[config.mk]
export PLATFORM = sky130hd
export DESIGN_NAME = cpu
export DESIGN_NICKNAME = d
export VERILOG_FILES = /design/src/rv32i_types.sv /design/src/iq_if.sv /design/src/cpu.sv /design/src/decoder.sv /design/src/circular_q.sv /design/src/fetcher.sv
export SDC_FILE = /design/constraint.sdc
export NUM_CORES = 1
export LEC_CHECK = 0
export ABC_AREA = 1
export CORE_MARGIN = 2
export CORE_UTILIZATION = 40
export CTS_BUF_LIST = sky130_fd_sc_hd__clkbuf_2
export DETAILED_ROUTE_END_ITERATION = 10
export DONT_BUFFER_PORTS = 1
export GPL_ROUTABILITY_DRIVEN = 1
export PLACE_DENSITY = 0.62
export SYNTH_ARGS = -nofsm -noshare
export SYNTH_HDL_FRONTEND = slang
export SYNTH_SLANG_ARGS = --single-unit
[constraint.sdc]
create_clock -name clk -period 3.7 [get_ports clk]
set_input_delay 0.37 -clock clk [delete_from_list [all_inputs] [get_ports clk]]
set_output_delay 0.37 -clock clk [all_outputs]
set_load 0.05 [all_outputs]
[src/rv32i_types.sv]
`default_nettype none

package rv32i_types;

	localparam int iq_depth = 8; // instruction queue entries.
	localparam int iq_ptr_w = $clog2(iq_depth); // width of the read and write pointers.
	localparam int iq_cnt_w = $clog2(iq_depth + 1); // occupancy counts 0 up to iq_depth.

	typedef logic [31:0] rv32i_word;
	typedef logic [4:0] reg_idx_t;
	typedef logic [2:0] funct3_t;
	typedef logic [6:0] funct7_t;
	typedef logic [31:0] rv32i_imm; // immediate after sign extension and shift.

	// major opcodes of the base integer set.
	typedef enum logic [6:0] {
		op_lui   = 7'b0110111,
		op_auipc = 7'b0010111,
		op_jal   = 7'b1101111,
		op_jalr  = 7'b1100111,
		op_br    = 7'b1100011,
		op_load  = 7'b0000011,
		op_store = 7'b0100011,
		op_imm   = 7'b0010011,
		op_reg   = 7'b0110011,
		op_csr   = 7'b1110011
	} rv32i_opcode;

	typedef enum logic [2:0] {
		fmt_r,
		fmt_i,
		fmt_s,
		fmt_b,
		fmt_u,
		fmt_j
	} instr_fmt_t;

	typedef struct packed {
		rv32i_word instr; // raw instruction word from memory.
		rv32i_word pc;    // address the word was fetched from.
	} iq_entry_t;

	typedef struct packed {
		rv32i_opcode opcode;
		reg_idx_t    rd;
		reg_idx_t    rs1;
		reg_idx_t    rs2;
		funct3_t     funct3;
		funct7_t     funct7;
		rv32i_imm    imm;
		rv32i_word   pc;
		instr_fmt_t  fmt;
		logic        illegal; // opcode is not one of the base set.
	} decoded_t;

endpackage : rv32i_types

`default_nettype wire
[src/iq_if.sv]
`timescale 1ns/1ns
`default_nettype none

interface iq_if #(
	parameter type T = rv32i_types::iq_entry_t
);

	logic enq;   // one-cycle write strobe.
	T     in;    // entry written on enq.
	logic full;
	logic deq;   // one-cycle pop strobe.
	T     out;   // current head of the queue.
	logic empty;

	modport producer (
		output enq,
		output in,
		input  full
	);

	modport queue (
		input  enq,
		input  in,
		output full,
		input  deq,
		output out,
		output empty
	);

	modport consumer (
		output deq,
		input  out,
		input  empty
	);

endinterface : iq_if

`default_nettype wire

[src/cpu.sv]
`timescale 1ns/1ns
`default_nettype none

module cpu (
	input  wire logic                    clk,
	input  wire logic                    rst_n,

	input  wire logic                    mem_resp,
	input  wire rv32i_types::rv32i_word  mem_rdata,
	output logic                         mem_read,
	output rv32i_types::rv32i_word       mem_address,

	input  wire logic                    dec_take,
	output logic                         dec_valid,
	output rv32i_types::rv32i_opcode     dec_opcode,
	output logic [4:0]                   dec_rd,
	output logic [4:0]                   dec_rs1,
	output logic [4:0]                   dec_rs2,
	output logic [2:0]                   dec_funct3,
	output logic [6:0]                   dec_funct7,
	output rv32i_types::rv32i_word       dec_imm,
	output rv32i_types::rv32i_word       dec_pc,
	output logic                         dec_illegal
);

	import rv32i_types::*;

	decoded_t dec;

	iq_if #(.T(iq_entry_t)) iq ();

	fetcher u_fetch (
		.clk         (clk),
		.rst_n       (rst_n),
		.mem_resp    (mem_resp),
		.mem_rdata   (mem_rdata),
		.mem_read    (mem_read),
		.mem_address (mem_address),
		.iq          (iq.producer)
	);

	circular_q #(.T(iq_entry_t)) u_iq (
		.clk   (clk),
		.rst_n (rst_n),
		.q     (iq.queue)
	);

	decoder u_dec (
		.entry (iq.out),
		.dec   (dec)
	);

	assign iq.deq    = dec_take; // the consumer pops the head it has just seen.
	assign dec_valid = ~iq.empty;

	assign dec_opcode  = dec.opcode;
	assign dec_rd      = dec.rd;
	assign dec_rs1     = dec.rs1;
	assign dec_rs2     = dec.rs2;
	assign dec_funct3  = dec.funct3;
	assign dec_funct7  = dec.funct7;
	assign dec_imm     = dec.imm;
	assign dec_pc      = dec.pc;
	assign dec_illegal = dec.illegal;

endmodule : cpu

`default_nettype wire

[src/decoder.sv]
`timescale 1ns/1ns
`default_nettype none

module decoder (
	input  wire rv32i_types::iq_entry_t entry,
	output rv32i_types::decoded_t       dec
);

	import rv32i_types::*;

	rv32i_word  instr;
	instr_fmt_t fmt;
	logic       illegal;
	rv32i_imm   imm;

	assign instr = entry.instr;

	// the opcode picks the immediate layout.
	always_comb begin
		illegal = 1'b0;
		case (instr[6:0])
			op_lui,
			op_auipc: fmt = fmt_u;
			op_jal:   fmt = fmt_j;
			op_jalr,
			op_load,
			op_imm,
			op_csr:   fmt = fmt_i; // csr keeps its address in the i-type field.
			op_br:    fmt = fmt_b;
			op_store: fmt = fmt_s;
			op_reg:   fmt = fmt_r;
			default: begin
				fmt     = fmt_r;
				illegal = 1'b1; // anything else falls back to an r-type with no immediate.
			end
		endcase
	end

	// immediates are rebuilt from their scattered bit fields.
	always_comb begin
		case (fmt)
			fmt_i: begin
				imm = {{21{instr[31]}}, instr[30:20]};
			end
			fmt_s: begin
				imm = {{21{instr[31]}}, instr[30:25], instr[11:7]};
			end
			fmt_b: begin
				imm = {{20{instr[31]}}, instr[7], instr[30:25], instr[11:8], 1'b0};
			end
			fmt_u: begin
				imm = {instr[31:12], 12'h000};
			end
			fmt_j: begin
				imm = {{12{instr[31]}}, instr[19:12], instr[20], instr[30:21], 1'b0};
			end
			default: begin
				imm = '0;
			end
		endcase
	end

	always_comb begin
		dec.opcode  = rv32i_opcode'(instr[6:0]);
		dec.rd      = instr[11:7];
		dec.rs1     = instr[19:15];
		dec.rs2     = instr[24:20];
		dec.funct3  = instr[14:12];
		dec.funct7  = instr[31:25];
		dec.imm     = imm;
		dec.pc      = entry.pc;
		dec.fmt     = fmt;
		dec.illegal = illegal;
	end

endmodule : decoder

`default_nettype wire

[src/circular_q.sv]
`timescale 1ns/1ns
`default_nettype none

module circular_q #(
	parameter type T = rv32i_types::iq_entry_t
) (
	input wire logic clk,
	input wire logic rst_n,
	iq_if.queue      q
);

	import rv32i_types::*;

	T                    mem [iq_depth];
	T                    head;
	logic [iq_ptr_w-1:0] wr_ptr;
	logic [iq_ptr_w-1:0] rd_ptr;
	logic [iq_ptr_w-1:0] rd_ptr_nxt;
	logic [iq_cnt_w-1:0] count;

	// wraps explicitly so the depth need not be a power of two.
	function automatic logic [iq_ptr_w-1:0] ptr_inc(input logic [iq_ptr_w-1:0] ptr);
		logic [iq_ptr_w-1:0] res;
		if (ptr == iq_ptr_w'(iq_depth - 1)) begin
			res = '0;
		end else begin
			res = ptr + 1'b1;
		end
		return res;
	endfunction

	assign rd_ptr_nxt = q.deq ? ptr_inc(rd_ptr) : rd_ptr;

	always_ff @(posedge clk or negedge rst_n) begin
		if (!rst_n) begin
			wr_ptr <= '0;
			rd_ptr <= '0;
			count  <= '0;
		end else begin
			if (q.enq) begin
				wr_ptr <= ptr_inc(wr_ptr);
			end
			rd_ptr <= rd_ptr_nxt;
			case ({q.enq, q.deq})
				2'b10:   count <= count + 1'b1;
				2'b01:   count <= count - 1'b1;
				default: count <= count; // both or neither leave the fill level alone.
			endcase
		end
	end

	// storage and the registered head copy.
	always_ff @(posedge clk) begin
		if (q.enq) begin
			mem[wr_ptr] <= q.in;
		end
		if (q.enq && (wr_ptr == rd_ptr_nxt)) begin
			head <= q.in; // the new word lands right at the next head, so bypass the array.
		end else begin
			head <= mem[rd_ptr_nxt];
		end
	end

	assign q.out   = head;
	assign q.empty = (count == '0);
	assign q.full  = (count == iq_cnt_w'(iq_depth));

	a_no_deq_empty: assert property (@(posedge clk) disable iff (!rst_n) q.deq |-> !q.empty)
		else $error("circular_q: dequeue from an empty queue");

	a_no_enq_full: assert property (@(posedge clk) disable iff (!rst_n) q.enq |-> !q.full)
		else $error("circular_q: enqueue into a full queue");

endmodule : circular_q

`default_nettype wire

[src/fetcher.sv]
`timescale 1ns/1ns
`default_nettype none

module fetcher (
	input  wire logic                   clk,
	input  wire logic                   rst_n,
	input  wire logic                   mem_resp,
	input  wire rv32i_types::rv32i_word mem_rdata,
	output logic                        mem_read,
	output rv32i_types::rv32i_word      mem_address,
	iq_if.producer                      iq
);

	import rv32i_types::*;

	typedef enum logic {
		st_idle,
		st_wait
	} state_t;

	state_t    state;
	rv32i_word pc; // address of the next word to fetch.

	// one read is in flight at a time.
	always_ff @(posedge clk or negedge rst_n) begin
		if (!rst_n) begin
			state <= st_idle;
			pc    <= '0;
		end else begin
			case (state)
				st_idle: begin
					if (!iq.full) begin
						state <= st_wait; // only start a read that has a free slot.
					end
				end
				st_wait: begin
					if (mem_resp) begin
						state <= st_idle;
						pc    <= pc + 32'd4;
					end
				end
				default: begin
					state <= st_idle;
				end
			endcase
		end
	end

	assign mem_read    = (state == st_wait);
	assign mem_address = pc; // pc only moves on a response, so the address holds.

	// the response cycle writes straight into the queue.
	assign iq.enq = mem_read && mem_resp;
	assign iq.in  = iq_entry_t'{instr: mem_rdata, pc: pc};

	// the request must stay up on the same address until memory answers.
	property p_read_held;
		@(posedge clk) disable iff (!rst_n)
			mem_read && !mem_resp |=> mem_read && $stable(mem_address);
	endproperty

	a_read_held: assert property (p_read_held)
		else $error("fetcher: read dropped or address changed before mem_resp");

	// a read only starts with room in the queue, so the write never meets a full queue.
	property p_no_enq_full;
		@(posedge clk) disable iff (!rst_n)
			iq.enq |-> !iq.full;
	endproperty

	a_no_enq_full: assert property (p_no_enq_full)
		else $error("fetcher: enqueue while the instruction queue is full");

endmodule : fetcher

`default_nettype wire

**After elaboration in Yosys (flattened, before gate mapping)**

Memories as Yosys holds them, arrays and structs flattened. A register that Yosys moved wholly into a read port is not among the register bits.
Cells that the tools add are included.

- Bits in registers: 43
- Latch bits: 0
- RAM bits: 512
- Bits in read-only memories: 0
- Bits of input ports: 36
- Memories kept: 1

- $add $sub $neg: 5
- Multiply operators: 0
- Divide/modulo/power cells: 0
- Order comparisons: 0
- Equality and inequality tests: 20
- Shift-type cells: 0
- Multiplexer cells: 12
- Bitwise logic cells: 2
- Reductions and logical operators: 7

Memories:

| name | words | width | rd ports | clocked after Yosys merged registers in | write ports | RTL line | RTL |
|---|---|---|---|---|---|---|---|
| u_iq.mem | 8 | 64 | 1 | 1 | 1 | circular_q.sv:14 | `T mem [iq_depth];` |

Operators with widths:

| kind | number |
|---|---|
| 32-bit case mux with 5 select lines | 1 |
| 32-bit by 3-bit adder with 32-bit output (second input constant) | 1 |
| 7-bit == test (second input constant) | 4 |
| 7-bit by 6-bit == test with 1-bit output (second input constant) | 3 |
| 3-bit case mux with 5 select lines | 1 |
| 7-bit by 5-bit == test with 1-bit output (second input constant) | 2 |
| 3-bit == test (second input constant) | 4 |
| 10-bit OR reduction | 1 |
| 3-bit two-way mux | 3 |
| 4-bit case mux with 2 select lines | 1 |
| 7-bit by 2-bit == test with 1-bit output (second input constant) | 1 |
| 3-bit by 1-bit adder with 3-bit output (second input constant) | 2 |
| 3-bit by 2-bit == test with 1-bit output (second input constant) | 2 |
| 1-bit two-way mux | 5 |
| 4-bit by 1-bit adder with 4-bit output (second input constant) | 1 |
| 4-bit == test (second input constant) | 1 |
| 4-bit zero test | 1 |
| 4-bit OR reduction | 1 |
| 4-bit by 1-bit subtractor with 4-bit output (second input constant) | 1 |
| 3-bit by 1-bit == test with 1-bit output (second input constant) | 1 |
| 2-bit by 1-bit == test with 1-bit output (second input constant) | 1 |
| 2-bit == test (second input constant) | 1 |
| 1-bit NOT | 2 |
| 1-bit case mux with 2 select lines | 1 |
| other kinds (4) | 4 |

**Depth between registers and ports, before layout**

- Depth in word-level cells: 5
- Depth in mapped cells: 16

**Modules after synthesis**

From an unflattened synthesis, not the netlist that was laid out.

- Cell total of the unflattened synthesis: 2,207
- Area, all modules: 24,315.8 um^2

Modules (own cells, without submodules):

| module | times used | cells an instance | area an instance (um^2) | sequential area each (um^2) |
|---|---|---|---|---|
| circular_q | 1 | 1,649 | 20,642.3 | 15,685.0 |
| fetcher | 1 | 262 | 2,164.6 | 775.7 |
| decoder | 1 | 295 | 1,505.2 | 0.0 |
| cpu | 1 | 1 | 3.8 | 0.0 |

**Worst setup path before layout**

OpenSTA, ideal clock, no wires.

- Path type: register to register
- Start point: register u_fetch.state (netlist: u_fetch.mem_read)
- End point: memory u_iq.mem[1][10] (netlist bit), enable pin
- Library setup time: 0.482 ns
- Arrival: 3.708 ns
- Required time: 3.218 ns
- Slack: -0.490 ns
- Cell stages (with the launch flop): 5
- Buffers on the path: 0
- Period minus slack after synthesis: 4.190 ns
- Cell sequence: dfrtp_1 -> nand2_2 -> clkinv_1 -> nand2_1 -> nor2_1

- Cells in the longest elaborated chain, start to end: 3

Ends and longest elaborated chain:

| what | RTL line | RTL |
|---|---|---|
| start: declaration | fetcher.sv:21 | `state_t state;` |
| start signal: assignment | fetcher.sv:27 | `state <= st_idle;` |
| start signal: assignment | fetcher.sv:33 | `state <= st_wait;` |
| start signal: assignment | fetcher.sv:38 | `state <= st_idle;` |
| 1-bit logical AND | fetcher.sv:53 | `assign iq.enq = mem_read && mem_resp;` |
| 1-bit two-way mux | circular_q.sv:54 | `if (q.enq) begin` |
| 1-bit two-way mux (not written as such) | circular_q.sv:55 | `mem[wr_ptr] <= q.in;` |
| end: declaration | circular_q.sv:14 |  |

No other way between the ends.

==> flow_metrics.env <==
export IMPL_fin_tns_setup_ns=-0.909
export IMPL_ant_nets=0
export IMPL_vias_per_cell=5.30
export IMPL_initial_core_util_pct=40.3
export IMPL_powerDensity_nw_per_um2=814
export IMPL_dp_hpwl_mm=30.1
export IMPL_min_path_type="primary input to async pin"
export IMPL_fin_skew_ns=0.0783
export IMPL_yosys_top_cells_count="496 x edfxtp_1, 386 x nor2_1, 210 x nand2_1"
export IMPL_r2r_slack_ns=1.27
export IMPL_critical_path_class="flop to output pin"
export IMPL_drt_iter0_drc=1333
export IMPL_reg2regPathDepth=7
export IMPL_yosysWarnings=0
export IMPL_htree_num_levels=4
export IMPL_worst_endpoint_required_ns=3.33
export IMPL_wl_per_cell_um=20.8
export IMPL_drive_gt1_share_pct=25.6
export IMPL_fmax_ghz=0.266
export IMPL_netlist_instances=1830
export IMPL_num_rows=86
export IMPL_startpoint_type="flop"
export IMPL_cp_max_fo=8
export IMPL_yosysMostFrequentCell="edfxtp_1"
export IMPL_die_area_um2=57200
export IMPL_clock_sinks=540
export IMPL_syn_avg_cell_area_um2=12.1
export IMPL_netlist_area_leader_share_pct=67.3
export IMPL_async_flop_share_pct=7.59
export IMPL_synth_area_leader_cell="edfxtp_1"
export IMPL_slowest_stage="dfxtp_4"
export IMPL_r2r_start="u_fetch.mem_address[6]$_DFFE_PN0P_"
export IMPL_cpPeakStageDelay_ns=0.49
export IMPL_relSlewSlack_pct=39.3
export IMPL_die_h_um=239
export IMPL_insertion_delay_ns=1.31
export IMPL_period_share_pct=102
export IMPL_ios=167
export IMPL_root_buffer="clkbuf_2"
export IMPL_setup_viol=26
export IMPL_place_congestion=0.784
export IMPL_tightest_slew_ns=0.910
export IMPL_slew_violations=0
export IMPL_arrival_ns=3.39
export IMPL_path_buf_inv=3
export IMPL_final_hold_violation_count=0
export IMPL_synthFlopType="edfxtp_1"
export IMPL_ys_seq_area_share_pct=72.2
export IMPL_drt_pass1_iter_count=8
export IMPL_p_leak_nw=10.5
export IMPL_via_count=15600
export IMPL_drc=0
export IMPL_cts_tree="yes"
export IMPL_crit_cells=13
export IMPL_syn_area_um2=22100
export IMPL_numPortBuffers=0
export IMPL_end_kind="output pin"
export IMPL_grt_max_degree=61
export IMPL_violations="negative setup slack"
export IMPL_cts_made_buffers=137
export IMPL_rsz0062_at_grt="yes"
export IMPL_cp_cell_sequence="buf_12, buf_8, nand2_1, nand3_1, nand3_2, nand2_4, nand2_4, nor2_8, nand3_4, nand3_4, nand2_8, nand2_2, buf_12"
export IMPL_setup_worst_path_end="dec_imm[28]"
export IMPL_yosysUniqueCellTypes=42
export IMPL_outcome="finished, violations left"
export IMPL_crit_family="simple AND/OR/NAND/NOR gates"
export IMPL_fin_ws_ns=-0.0561
export IMPL_cap_violations=0
export IMPL_worstReg2RegEnd="u_fetch.mem_address[28]$_DFFE_PN0P_"
export IMPL_clk_pin_slew_ns=0.10
export IMPL_synth_edf_count=496
export IMPL_nNetsFinal=2192
export IMPL_fp_dieW_um=239
export IMPL_drt_total_wl_mm=61.3
export IMPL_yosys_top_cells_area="edfxtp_1 67%, nor2_1 6.5%, dfrtp_1 4.6%"
export IMPL_grt_pass1_wl_mm=89.5
export IMPL_pre_cts_slack_ns=0.543
export IMPL_cts_buffer_depth=3
export IMPL_syn2layout_area_growth_pct=26.1
export IMPL_antenna_found_initial=3
export IMPL_grt_pass1_vias=15600
export IMPL_total_power_mw=22.7
export IMPL_core_area_um2=54900
export IMPL_yosys_register_bits=540
export IMPL_overflow=0
export IMPL_ir_drop_uv=531
export IMPL_finalCriticalPeriod_ns=3.76
export IMPL_grtUsageTotal_pct=20.8
## through the flow
stage / instances / utilization [%] / area [um^2] / hold slack [ns]
final: 2948 / 50.9 / 27900 / 0.332
after global placement: 2569 / 43.8 / 24000 / 0.0780
after CTS: 2914 / 49.4 / 27100 / 0.165
after detailed placement: 2569 / 43.8 / 24000 / 0.0783
after global routing: 2948 / 50.9 / 27900 / 0.235
after floorplan: 1833 / - / 22100 / 0.0744
## tightest hold or removal path, delay by kind of cell
family                 cells  cell delay, ns
buffers and inverters      4            1.64
## area by class of cell
class | count | area, um^2
Multi-Input combinational cell | 1097 | 5900
Tap cell | 704 | 881
Antenna cell | 2 | 5.00
Timing Repair Buffer | 272 | 3490
Inverter | 96 | 420
Fill cell | 4724 | 27000
Clock buffer | 200 | 1000
Clock inverter | 34 | 184
Sequential cell | 540 | 16000
Timing Repair inverter | 3 | 40.0
## layer usage
layer / vias to the layer above / global-route usage, % / wire length (um)
met2: 646 / 34.9 / 30500
met1: 7714 / 26.2 / 24900
met4: 0 / 8.05 / 1180
met3: 91 / 4.99 / 4630
li1: 7166 / - / -
met5: - / 0 / 0
## report_power, final
part / internal [mW] / switching [mW]
sequential: 7.37 / 0.235
clock: 1.57 / 2.36
combinational: 3.71 / 7.48
## cell families after synthesis
group | Yosys count | synth area share, %
other | 1 | 0.0169
multiplexers | 1 | 0.0509
adder cells (fa/ha/maj) | 9 | 0.543
AO/OA/AOI/OAI | 344 | 8.54
XOR/XNOR | 32 | 1.27
AND/OR/NAND/NOR | 705 | 13.2
buffers and inverters | 198 | 4.20
flip-flops | 540 | 72.2
## placed cells by master, fill, tap and decap left out, types with 14 or more instances in the layout
master | synthesis | routed
buf_6 | 12 | 17
nand2_4 | 5 | 20
o22ai_1 | 65 | 65
nand3_1 | 51 | 30
dlygate4sd3_1 | 0 | 72
clkbuf_2 | 1 | 200
buf_16 | 0 | 14
buf_4 | 13 | 101
a31oi_1 | 44 | 21
clkinv_1 | 2 | 24
nand2_2 | 22 | 47
nor2_1 | 386 | 375
inv_1 | 90 | 81
a31oi_2 | 0 | 22
o21ai_1 | 27 | 30
dfrtp_1 | 41 | 41
nand3_2 | 4 | 16
xor2_1 | 19 | 19
o21ai_0 | 201 | 194
buf_12 | 0 | 50
edfxtp_1 | 496 | 496
nand2_1 | 210 | 168
inv_2 | 2 | 15
## sequential cells by signal, summed over array words and instances, names as in the netlist, named ones only
signal	cells
u_iq.mem	496
u_fetch.mem_address	30
u_iq.count	4
u_iq.rd_ptr	3
u_iq.wr_ptr	3
u_fetch.mem_read	1
## repair_timing
| action | 4_1_cts | 5_1_grt |
|---|---|---|
| endpoints found under the setup margin | 87 | 41 |
| cloned | 11 | 13 |
| pin swaps | 27 | 31 |
| endpoints found under the hold margin | 331 | 0 |
| hold buffers | 74 | 0 |
| setup buffers | 26 | 19 |
| gates resized for setup | 130 | 84 |
## worst min-delay path by stage
stage               startpoint                                  end  slack (ns)
finish                   rst_n            u_iq.count[3]$_DFFE_PN0P_        0.33
global route             rst_n   u_fetch.mem_address[2]$_DFFE_PN0P_        0.24
CTS                      rst_n            u_iq.count[3]$_DFFE_PN0P_        0.17
detailed placement       rst_n  u_fetch.mem_address[31]$_DFFE_PN0P_        0.08
global placement         rst_n  u_fetch.mem_address[31]$_DFFE_PN0P_        0.08
floorplan                rst_n  u_fetch.mem_address[10]$_DFFE_PN0P_        0.07
(Power assumes the default switching activity.)
